[config.mk]
export PLATFORM = sky130hd
export DESIGN_NAME = pc_unit_top
export DESIGN_NICKNAME = d
export VERILOG_FILES = /design/src/rtl/pc_unit_pkg.sv /design/src/rtl/branch_cmp.sv /design/src/rtl/pc_sequencer.sv /design/src/rtl/pc_unit_top.sv /design/src/rtl/regfile.sv /design/src/rtl/trap_csr.sv
export SDC_FILE = /design/constraint.sdc
export NUM_CORES = 2
export LEC_CHECK = 0
export BUFFER_PORTS_ARGS = -buffer_cell sky130_fd_sc_hd__buf_4
export CAP_MARGIN = 20
export CORE_UTILIZATION = 40
export CTS_CLUSTER_DIAMETER = 200
export DETAILED_ROUTE_END_ITERATION = 7
export GPL_ROUTABILITY_DRIVEN = 1
export PLACE_DENSITY_LB_ADDON = 0.3
export SYNTH_ARGS = -nofsm -noshare
export SYNTH_HDL_FRONTEND = slang
export SYNTH_SLANG_ARGS = --single-unit
[constraint.sdc]
create_clock -name clk -period 5.6 [get_ports clk]
set_input_delay 0.56 -clock clk [delete_from_list [all_inputs] [get_ports clk]]
set_output_delay 0.56 -clock clk [all_outputs]
set_load 0.02 [all_outputs]
[src/rtl/pc_unit_pkg.sv]
package pc_unit_pkg;

   // datapath width, rv64
   localparam int unsigned xlen = 64;
   localparam int unsigned reg_idx_w = 5;
   localparam int unsigned nregs = 32;         // x0..x31

   typedef logic [xlen-1:0] xlen_t;           // address or register data
   typedef logic [reg_idx_w-1:0] reg_idx_t;   // register number

   // pc after reset, also where ebreak lands
   localparam xlen_t reset_vector = 64'h0000_0000_8000_0000;
   localparam xlen_t pc_step = 64'd4;          // sequential increment
   localparam xlen_t cause_ecall_m = 64'd11;   // ecall from m-mode

   // kind of the instruction carried by one strobe
   typedef enum logic [2:0] {
      kind_seq    = 3'd0,
      kind_branch = 3'd1,
      kind_jal    = 3'd2,
      kind_jalr   = 3'd3,
      kind_ecall  = 3'd4,
      kind_ebreak = 3'd5,
      kind_mret   = 3'd6
   } instr_kind_e;

   // follows the funct3 field of the branch opcodes
   typedef enum logic [2:0] {
      cmp_eq  = 3'b000,
      cmp_ne  = 3'b001,
      cmp_lt  = 3'b100,
      cmp_ge  = 3'b101,
      cmp_ltu = 3'b110,
      cmp_geu = 3'b111
   } cmp_op_e;

   typedef enum logic {
      st_run       = 1'b0,
      st_jalr_wait = 1'b1   // jalr base still waiting on a load
   } seq_state_e;

   // decoded control for one instruction
   typedef struct packed {
      instr_kind_e kind;
      cmp_op_e     cmp_op;
      reg_idx_t    rs1;
      reg_idx_t    rs2;
      xlen_t       imm;          // sign-extended already
      logic        load_pending; // rs1 is the target of a load in flight
   } pc_ctrl_t;

   // register file write
   typedef struct packed {
      logic     valid;
      reg_idx_t rd;
      xlen_t    data;
   } wb_t;

endpackage

[src/rtl/branch_cmp.sv]
`timescale 1ns/10ps

module branch_cmp (
   input  pc_unit_pkg::cmp_op_e cmp_op,
   input  pc_unit_pkg::xlen_t   a,
   input  pc_unit_pkg::xlen_t   b,
   output logic                 taken
);

   logic eq;
   logic lt_s;
   logic lt_u;

   // shared compare terms, the six conditions reuse them
   assign eq   = (a == b);
   assign lt_s = ($signed(a) < $signed(b));
   assign lt_u = (a < b);

   // taken is high when the branch goes to pc + imm
   always_comb begin
      case (cmp_op)
         pc_unit_pkg::cmp_eq: begin
            taken = eq;
         end
         pc_unit_pkg::cmp_ne: begin
            taken = !eq;
         end
         pc_unit_pkg::cmp_lt: begin
            taken = lt_s;
         end
         pc_unit_pkg::cmp_ge: begin
            taken = !lt_s;     // signed greater or equal
         end
         pc_unit_pkg::cmp_ltu: begin
            taken = lt_u;
         end
         pc_unit_pkg::cmp_geu: begin
            taken = !lt_u;
         end
         default: begin
            taken = 1'b0;      // unused funct3 codes never branch
         end
      endcase
   end

endmodule

[src/rtl/pc_sequencer.sv]
`timescale 1ns/10ps

module pc_sequencer (
   input  logic                 clk,
   input  logic                 rst_n,
   input  logic                 instr_valid,
   input  pc_unit_pkg::pc_ctrl_t ctrl,
   input  logic                 taken,
   input  pc_unit_pkg::xlen_t   rs1_data,
   input  pc_unit_pkg::xlen_t   mtvec,
   input  pc_unit_pkg::xlen_t   mepc,
   output pc_unit_pkg::xlen_t   pc,
   output logic                 busy,
   output logic                 ecall_strobe,
   output logic                 mret_strobe
);

   pc_unit_pkg::seq_state_e state_q;
   pc_unit_pkg::seq_state_e state_d;
   pc_unit_pkg::xlen_t      pc_q;
   pc_unit_pkg::xlen_t      pc_d;
   pc_unit_pkg::xlen_t      jalr_imm_q;   // offset of the deferred jalr
   pc_unit_pkg::xlen_t      pc_seq;
   logic                    accept;
   logic                    defer;

   // jalr target, bit 0 always cleared
   function automatic pc_unit_pkg::xlen_t jalr_target(
      input pc_unit_pkg::xlen_t base,
      input pc_unit_pkg::xlen_t off
   );
      pc_unit_pkg::xlen_t sum;
      sum = base + off;
      return {sum[pc_unit_pkg::xlen-1:1], 1'b0};
   endfunction

   assign busy   = (state_q == pc_unit_pkg::st_jalr_wait);
   assign accept = instr_valid && !busy;    // strobes dropped while busy
   assign pc_seq = pc_q + pc_unit_pkg::pc_step;
   assign defer  = accept && (ctrl.kind == pc_unit_pkg::kind_jalr) && ctrl.load_pending;

   always_comb begin
      pc_d         = pc_q;        // hold unless something moves it
      state_d      = state_q;
      ecall_strobe = 1'b0;
      mret_strobe  = 1'b0;
      if (busy) begin
         // rs1 now carries the value written at the strobe edge
         pc_d    = jalr_target(rs1_data, jalr_imm_q);
         state_d = pc_unit_pkg::st_run;
      end else if (accept) begin
         case (ctrl.kind)
            pc_unit_pkg::kind_branch: begin
               pc_d = taken ? (pc_q + ctrl.imm) : pc_seq;
            end
            pc_unit_pkg::kind_jal: begin
               pc_d = pc_q + ctrl.imm;
            end
            pc_unit_pkg::kind_jalr: begin
               if (ctrl.load_pending) begin
                  state_d = pc_unit_pkg::st_jalr_wait;   // pc holds for a cycle
               end else begin
                  pc_d = jalr_target(rs1_data, ctrl.imm);
               end
            end
            pc_unit_pkg::kind_ecall: begin
               pc_d         = mtvec;
               ecall_strobe = 1'b1;   // trap_csr latches pc_q as mepc
            end
            pc_unit_pkg::kind_ebreak: begin
               pc_d = pc_unit_pkg::reset_vector;
            end
            pc_unit_pkg::kind_mret: begin
               pc_d        = mepc;    // back to the trapping instruction
               mret_strobe = 1'b1;
            end
            default: begin
               pc_d = pc_seq;         // kind_seq
            end
         endcase
      end
   end

   always_ff @(posedge clk or negedge rst_n) begin
      if (!rst_n) begin
         pc_q    <= pc_unit_pkg::reset_vector;
         state_q <= pc_unit_pkg::st_run;
      end else begin
         pc_q    <= pc_d;
         state_q <= state_d;
      end
   end

   // offset kept only for the wait cycle
   always_ff @(posedge clk) begin
      if (defer) begin
         jalr_imm_q <= ctrl.imm;
      end
   end

   assign pc = pc_q;

endmodule

[src/rtl/pc_unit_top.sv]
`timescale 1ns/10ps

module pc_unit_top (
   input  logic                  clk,
   input  logic                  rst_n,
   input  logic                  instr_valid,
   input  pc_unit_pkg::pc_ctrl_t ctrl,
   input  pc_unit_pkg::wb_t      wb,
   input  logic                  csr_wr_valid,
   input  pc_unit_pkg::xlen_t    csr_wr_data,
   output pc_unit_pkg::xlen_t    pc,
   output logic                  busy
);

   pc_unit_pkg::xlen_t rs1_data;
   pc_unit_pkg::xlen_t rs2_data;
   pc_unit_pkg::xlen_t mtvec;
   pc_unit_pkg::xlen_t mepc;
   logic               taken;
   logic               ecall_strobe;

   // ctrl.rs1 must stay put through a deferred jalr
   regfile i_regfile (
      .clk      (clk),
      .rst_n    (rst_n),
      .wb       (wb),
      .rs1      (ctrl.rs1),
      .rs2      (ctrl.rs2),
      .rs1_data (rs1_data),
      .rs2_data (rs2_data)
   );

   branch_cmp i_branch_cmp (
      .cmp_op (ctrl.cmp_op),
      .a      (rs1_data),
      .b      (rs2_data),
      .taken  (taken)
   );

   trap_csr i_trap_csr (
      .clk          (clk),
      .rst_n        (rst_n),
      .csr_wr_valid (csr_wr_valid),
      .csr_wr_data  (csr_wr_data),
      .ecall_strobe (ecall_strobe),
      .epc          (pc),
      .mtvec        (mtvec),
      .mepc         (mepc)
   );

   // mret strobe has no consumer in the csr block yet
   pc_sequencer i_pc_sequencer (
      .clk          (clk),
      .rst_n        (rst_n),
      .instr_valid  (instr_valid),
      .ctrl         (ctrl),
      .taken        (taken),
      .rs1_data     (rs1_data),
      .mtvec        (mtvec),
      .mepc         (mepc),
      .pc           (pc),
      .busy         (busy),
      .ecall_strobe (ecall_strobe),
      .mret_strobe  ()
   );

endmodule

[src/rtl/regfile.sv]
`timescale 1ns/10ps

module regfile (
   input  logic                 clk,
   input  logic                 rst_n,
   input  pc_unit_pkg::wb_t     wb,
   input  pc_unit_pkg::reg_idx_t rs1,
   input  pc_unit_pkg::reg_idx_t rs2,
   output pc_unit_pkg::xlen_t   rs1_data,
   output pc_unit_pkg::xlen_t   rs2_data
);

   // x1..x31, x0 has no storage
   pc_unit_pkg::xlen_t regs [1:pc_unit_pkg::nregs-1];

   always_ff @(posedge clk or negedge rst_n) begin
      if (!rst_n) begin
         for (int i = 1; i < pc_unit_pkg::nregs; i++) begin
            regs[i] <= '0;
         end
      end else if (wb.valid && (wb.rd != '0)) begin
         regs[wb.rd] <= wb.data;   // writes to x0 dropped
      end
   end

   // combinational reads, old value seen during the write edge
   assign rs1_data = (rs1 == '0) ? '0 : regs[rs1];
   assign rs2_data = (rs2 == '0) ? '0 : regs[rs2];

endmodule

[src/rtl/trap_csr.sv]
`timescale 1ns/10ps

module trap_csr (
   input  logic               clk,
   input  logic               rst_n,
   input  logic               csr_wr_valid,
   input  pc_unit_pkg::xlen_t csr_wr_data,
   input  logic               ecall_strobe,
   input  pc_unit_pkg::xlen_t epc,
   output pc_unit_pkg::xlen_t mtvec,
   output pc_unit_pkg::xlen_t mepc
);

   pc_unit_pkg::xlen_t mtvec_q;
   pc_unit_pkg::xlen_t mepc_q;
   pc_unit_pkg::xlen_t mcause_q;   // no read path yet

   // trap vector base, direct mode only
   always_ff @(posedge clk or negedge rst_n) begin
      if (!rst_n) begin
         mtvec_q <= '0;
      end else if (csr_wr_valid) begin
         mtvec_q <= {csr_wr_data[pc_unit_pkg::xlen-1:2], 2'b00};  // mode bits forced 0
      end
   end

   // exception pc and cause, captured on ecall
   always_ff @(posedge clk or negedge rst_n) begin
      if (!rst_n) begin
         mepc_q   <= '0;
         mcause_q <= '0;
      end else if (ecall_strobe) begin
         mepc_q   <= epc;                          // pc of the ecall itself
         mcause_q <= pc_unit_pkg::cause_ecall_m;
      end
   end

   assign mtvec = mtvec_q;
   assign mepc  = mepc_q;

endmodule

# Yosys cells after proc, flatten, opt, wreduce, memory -nomap -nowiden

Cells that the tools add are included.

Bits in registers: 2,239
Input port bits: 219
Output and inout bits: 65
Logic and storage cells: 101

Add/sub/neg operators: 4
Order comparisons: 6
Equality and inequality tests: 13
Multiplexer cells: 24
Bitwise gates (word level): 3
Reductions and logical operators: 15

Operators by type and width:

| operator                                                                 | count |
|---|---|
| 1984-bit bitwise mux                                                     | 1 |
| 64-bit two-way mux                                                       | 11 |
| 64-bit binary-select mux with 5-bit select                               | 2 |
| 64-bit one-hot mux with 6 select lines                                   | 1 |
| 64-bit demux with 5-bit select                                           | 1 |
| 64-bit adder                                                             | 3 |
| 64-bit < comparator                                                      | 2 |
| 64-bit by 3-bit adder with 64-bit output (second input constant)         | 1 |
| 64-bit equality test                                                     | 1 |
| 3-bit equality test (second input constant)                              | 7 |
| 6-bit >= comparator (second input constant)                              | 3 |
| 5-bit NOT with 6-bit output                                              | 3 |
| 5-bit zero test                                                          | 2 |
| 1-bit two-way mux                                                        | 7 |
| 3-bit by 1-bit equality test with 1-bit output (second input constant)   | 2 |
| 3-bit by 2-bit equality test with 1-bit output (second input constant)   | 2 |
| 6-bit by 1-bit < comparator with 1-bit output (second input constant)    | 1 |
| 1-bit one-hot mux with 6 select lines                                    | 1 |
| 1-bit logical AND                                                        | 5 |
| 5-bit nonzero test                                                       | 1 |
| 1-bit zero test                                                          | 4 |
| 3-bit zero test                                                          | 1 |
| 3-bit by 2-bit inequality test with 1-bit output (second input constant) | 1 |
| 2-bit AND reduction                                                      | 1 |
| 2-bit nonzero test                                                       | 1 |

# Depth between registers and ports, before layout

Depth in word-level cells: 12
Gate-level depth with buffers: 24
Depth with buffers taken out: 19

# By module

From an unflattened synthesis, not the netlist that was laid out.

Cells, all modules: 10,453
Area, all modules: 132,540.9 um2

By module, submodules not included:

| module       | times used | cells each | area each (um2) | sequential area each (um2) |
|---|---|---|---|---|
| regfile      | 1          | 7,449      | 106,663.5       | 49,647.6 |
| pc_sequencer | 1          | 2,498      | 18,949.4        | 3,549.7 |
| trap_csr     | 1          | 269        | 5,251.3         | 3,153.0 |
| branch_cmp   | 1          | 237        | 1,676.6         | 0.0 |

# Worst setup path after synthesis

OpenSTA, ideal clock, no wires.

Path kind: input -> register
Start point: input ctrl[70] in the netlist's numbering
End point: register i_pc_sequencer.pc_q[41], in the netlist i_pc_sequencer.pc[41]
Setup time: 0.135 ns
Data arrival time: 6.191 ns
Required time: 5.465 ns
Setup slack: -0.727 ns
Cell stages on the path: 22
Buffers on the path: 7
Cells stage by stage: buf_6 > buf_2 > clkbuf_1 > buf_2 > buf_1 > mux4_2 > mux4_2 > mux2_2 > ha_1 > nand4_1 > nor4_2 > inv_1 > o221a_2 > and2_1 > and3_1 > o311a_1 > o21ai_2 > buf_2 > buf_4 > o21ai_0 > a221oi_1 > o32ai_1

Word-level cells in the longest chain between the ends: 12
Elaborated cells on any way between the ends: 20
Classes of those cells: add/sub (2); order compare (2); eq/ne (1); mux (10); bitwise (1); reduce/logical (4)

RTL lines:

| element                                                | RTL line                                             | source |
|---|---|---|
| start: declaration                                     | pc_unit_top.sv:7                                     | `input pc_unit_pkg::pc_ctrl_t ctrl,` |
| 5-bit NOT with 6-bit output (implied by the code)      | regfile.sv:27                                        | `assign rs1_data = (rs1 == '0) ? '0 : regs[rs1];` |
| 64-bit binary-select mux with 5-bit select             | regfile.sv:27                                        |  |
| 64-bit two-way mux (implied by the code) (2 in series) | regfile.sv:27                                        |  |
| 64-bit two-way mux (*)                                 | regfile.sv:27                                        |  |
| 64-bit < comparator (tied with other cells)            | branch_cmp.sv:17                                     | `assign lt_u = (a < b);` |
| 1-bit zero test, on equally long branches              | branch_cmp.sv:38, branch_cmp.sv:26, branch_cmp.sv:32 |  |
| 1-bit one-hot mux with 6 select lines                  | branch_cmp.sv:21                                     | `case (cmp_op)` |
| 64-bit two-way mux                                     | pc_sequencer.sv:54                                   | `pc_d = taken ? (pc_q + ctrl.imm) : pc_seq;` |
| 64-bit one-hot mux with 6 select lines                 | pc_sequencer.sv:52                                   | `case (ctrl.kind)` |
| 64-bit two-way mux                                     | pc_sequencer.sv:51                                   | `end else if (accept) begin` |
| 64-bit two-way mux (*)                                 | pc_sequencer.sv:47                                   | `if (busy) begin` |
| end signal: assignment                                 | pc_sequencer.sv:86                                   | `pc_q <= pc_unit_pkg::reset_vector;` |
| end signal: assignment                                 | pc_sequencer.sv:89                                   | `pc_q <= pc_d;` |
| end: declaration                                       | pc_sequencer.sv:20                                   | `pc_unit_pkg::xlen_t pc_q;` |

Mark *: on every way between the ends. The rest lies on a longest branch, timed or not. The select of a mux whose other input is x is not followed.
A chain may end at the register's enable or synchronous reset.

# Worst setup path in the final report

Start point: input ctrl[70] in the netlist's numbering
End point: register i_pc_sequencer.pc_q[27], in the netlist i_pc_sequencer.pc[27]

Same word-level chain as after synthesis.

==> flow_summary.yaml <==
clock_network:
  ctsRootBufferMaster: "clkbuf_16"
  htreeDepth: 4
  cts_buffers: 246
  cts_tree: "done"
  clock_latency_ns: 0.94
  clkTransAtPathRegs_ns: 0.06
  cts.sinks: 2239
  cts_buffer_depth: 4
yosys:
  syn_nets: 9959
  yosys_warnings: 0
  syn_inst: 9485
  synth_xor_area_share_pct: 1.21
  synth_top_family_by_area: "multiplexers"
  syn_avg_cell_area_um2: 13.8
  synthSimpleGateAreaFrac_pct: 3.77
  syn-cell-area_um2: 131000
  synth_compound_area_share_pct: 6.32
  synth_cell_types: 96
  synth_edf_count: 64
  yosysSeqAreaShare_pct: 43.1
  synthAdderAreaFrac_pct: 2.46
  async_flop_share_pct: 97.1
  synthFlopType: "dfrtp_1"
  synth.area.mux_share_pct: 40.4
  ys_seq_elements: 2239
floorplanning:
  rows: 209
  die_w_um: 574
  start_util_pct: 40.3
  pin_count: 284
  core_area_um2: 325000
  fp.dieH_um: 574
  dieArea_um2: 329000
placement:
  io_buffers: 281
  globalplace.congestion: 0.936
  dpl-instance-area_um2: 146000
  post-dp-hpwl_um: 308000
  placedCellCount: 14300
worst_setup_path:
  crit_type: "in -> reg"
  crit_fanout: 10
  r2r_start: "i_regfile.regs[314]"
  cp-end-kind: "flip-flop"
  ff2ff_path_depth: 19
  cp.arrival_ns: 6.33
  required_ns: 6.39
  r2r_setup_slack_ns: 0.10
  worstSetupStartpointType: "input port"
  regToRegEndpoint: "i_pc_sequencer.pc[27]"
  startpoint: "ctrl[70]"
  setup.worst_path.end: "i_pc_sequencer.pc[27]"
power_and_ir_drop:
  ir_drop_mv: 0.291
  power_density_nw_per_um2: 376
  leakage_nw: 67.5
global_route:
  grt_pass1_vias: 98000
  grtUsageTotal_pct: 27.9
  antenna_found_initial: 32
  grt-ovfl-total: 0
  grt_max_degree: 186
  grt_pass1_wl_um: 681000
timing:
  fin_skew_ns: 0.0545
  setup_viol: 0
  fin_crit_ns: 5.54
  rsz0062_at_grt: "no"
  maxSlewHeadroom_pct: 19.8
  hold_viol: 0
  period_share_pct: 99.0
  worstMarginPinSlew_ns: 1.20
  max_freq_ghz: 0.180
  slew_viol_final: 0
  holdWs_ns: 0.0713
drt:
  num_vias: 93600
  drc: 0
  antenna_left: 0
  finalWirelength_um: 464000
  vias_per_cell: 6.27
  wl_per_cell_um: 31.1
  firstDrtPassIters: 8
  initialDrtViolationCount: 8730
cells_and_area:
  design_area_um2: 156000
  finalNonFillerCells: 14900
  layout_common_cells: "mux2_2, dfrtp_1, buf_4"
  fin_nets: 10900
  synthToLayoutAreaGrowth_pct: 19.1
  drive_gt1_share_pct: 49.8
  layout_commonest_cell: "mux2_2"
job:
  cap_viol_max_count: 0
min_path:
  hold_path.class: "in -> reg"
  worstHoldStart: "instr_valid"
status:
  status: "finished clean"
sequential cells by signal, summed over array words and instances, names as in the netlist:
name	cells
i_pc_sequencer.pc	64
i_pc_sequencer.jalr_imm_q	64
i_trap_csr.mepc	64
i_pc_sequencer.busy	1
i_regfile.regs	1984
i_trap_csr.mtvec	62
final cells by class:
cell class	count	area, µm²
diodes	13	32.5
repair buffers	1507	13900
inverters	91	344
flip-flops and latches	2239	56400
fillers	27900	169000
clock inverters	103	1340
well taps	4325	5410
multi-input cells	6302	71200
clock buffers	345	7180
worst min path at each step:
stage                                     end  slack (ns)  cells past startpoint
after detailed placement  i_trap_csr.mepc[36]        0.49                      1
after floorplan           i_pc_sequencer.busy        0.26                      0
final                     i_pc_sequencer.busy        0.07                      3
after global placement    i_trap_csr.mepc[36]        0.48                      1
after CTS                 i_pc_sequencer.busy       0.006                      3
after global routing      i_pc_sequencer.busy        0.08                      3
critical path, cell delays in order:
cell	delay (ns)
buf_12	0.14
clkbuf_16	0.21
buf_4	0.18
inv_4	0.13
buf_4	0.28
buf_4	0.20
o21ai_0	0.12
mux4_2	0.46
mux2_4	0.34
ha_1	0.31
nand4_1	0.23
nor4_4	0.49
buf_12	0.19
nand4_1	0.29
buf_4	0.25
o21ai_0	0.14
a211o_1	0.18
o21a_2	0.24
a21o_1	0.18
nand2_1	0.10
buf_12	0.18
buf_4	0.14
a222oi_1	0.30
nor2_1	0.07
o32a_1	0.35
stage by stage:
step	power, mW	TNS, ns	util, %	setup slack (ns)
floorplan	33.4	-0.00688	-	-0.00688
global placement	40.5	-67.66	44.8	-1.30
detailed placement	41.1	-72.35	44.8	-1.38
CTS	58.5	0	47.9	0.00913
global route	61.0	0	48.0	0.0165
finish	58.5	0	48.0	0.0574
power breakdown:
part	internal [mW]	switching (mW)	leakage (nW)
Clock	10.1	7.13	4.20
Combinational	10.1	9.01	35.0
Sequential	19.5	2.69	28.3
Total	39.7	18.8	67.5
kinds of logic (layout without fill, tap and decap cells):
| logic type | count (synthesis) | in the layout |
|---|---|---|
| AO/OA/AOI/OAI | 1270 | 1270 |
| adder cells (fa/ha/maj) | 255 | 255 |
| buffers and inverters | 944 | 2046 |
| AND/OR/NAND/NOR | 1024 | 1024 |
| other | 0 | 13 |
| flip-flops | 2239 | 2239 |
| multiplexers | 3572 | 3572 |
| XOR/XNOR | 181 | 181 |
cell usage after synthesis (all sizes together), types with 31 or more instances:
library cell / count / area [µm²]
buf: 118 / 468
o211ai: 47 / 353
nor3: 56 / 280
mux2i: 182 / 1820
a31oi: 33 / 213
o21a: 33 / 248
mux2: 2243 / 25300
nand2: 354 / 1330
clkbuf: 735 / 2760
nand3: 76 / 380
a22o: 69 / 604
nor2b: 31 / 201
mux4: 1147 / 25800
ha: 252 / 3150
edfxtp: 64 / 1920
a21oi: 318 / 1590
xnor2: 101 / 885
a21o: 118 / 886
nor2: 231 / 870
nand4: 87 / 551
a211oi: 47 / 353
and3: 31 / 194
xor2: 80 / 701
inv: 90 / 338
dfrtp: 2174 / 54400
o221ai: 31 / 272
o21bai: 43 / 323
o22ai: 46 / 288
o21ai: 303 / 1530
per-layer routing:
layer	vias up	wire length (µm)	global-route usage (%)
li1	38700	-	-
met1	49800	191000	37.8
met2	4045	215000	44.4
met3	1004	37600	5.37
met4	32	19700	10.9
met5	-	195	0
timing repair:
item	in CTS	in global routing
hold buffers	128	0
endpoints found under the setup margin	58	40
setup buffers	0	6
hold endpoints to repair	193	0
gates cloned	0	4
pin swaps	1	3
gates resized for setup	5	19
No activity file was read; power rests on OpenSTA's default activity.
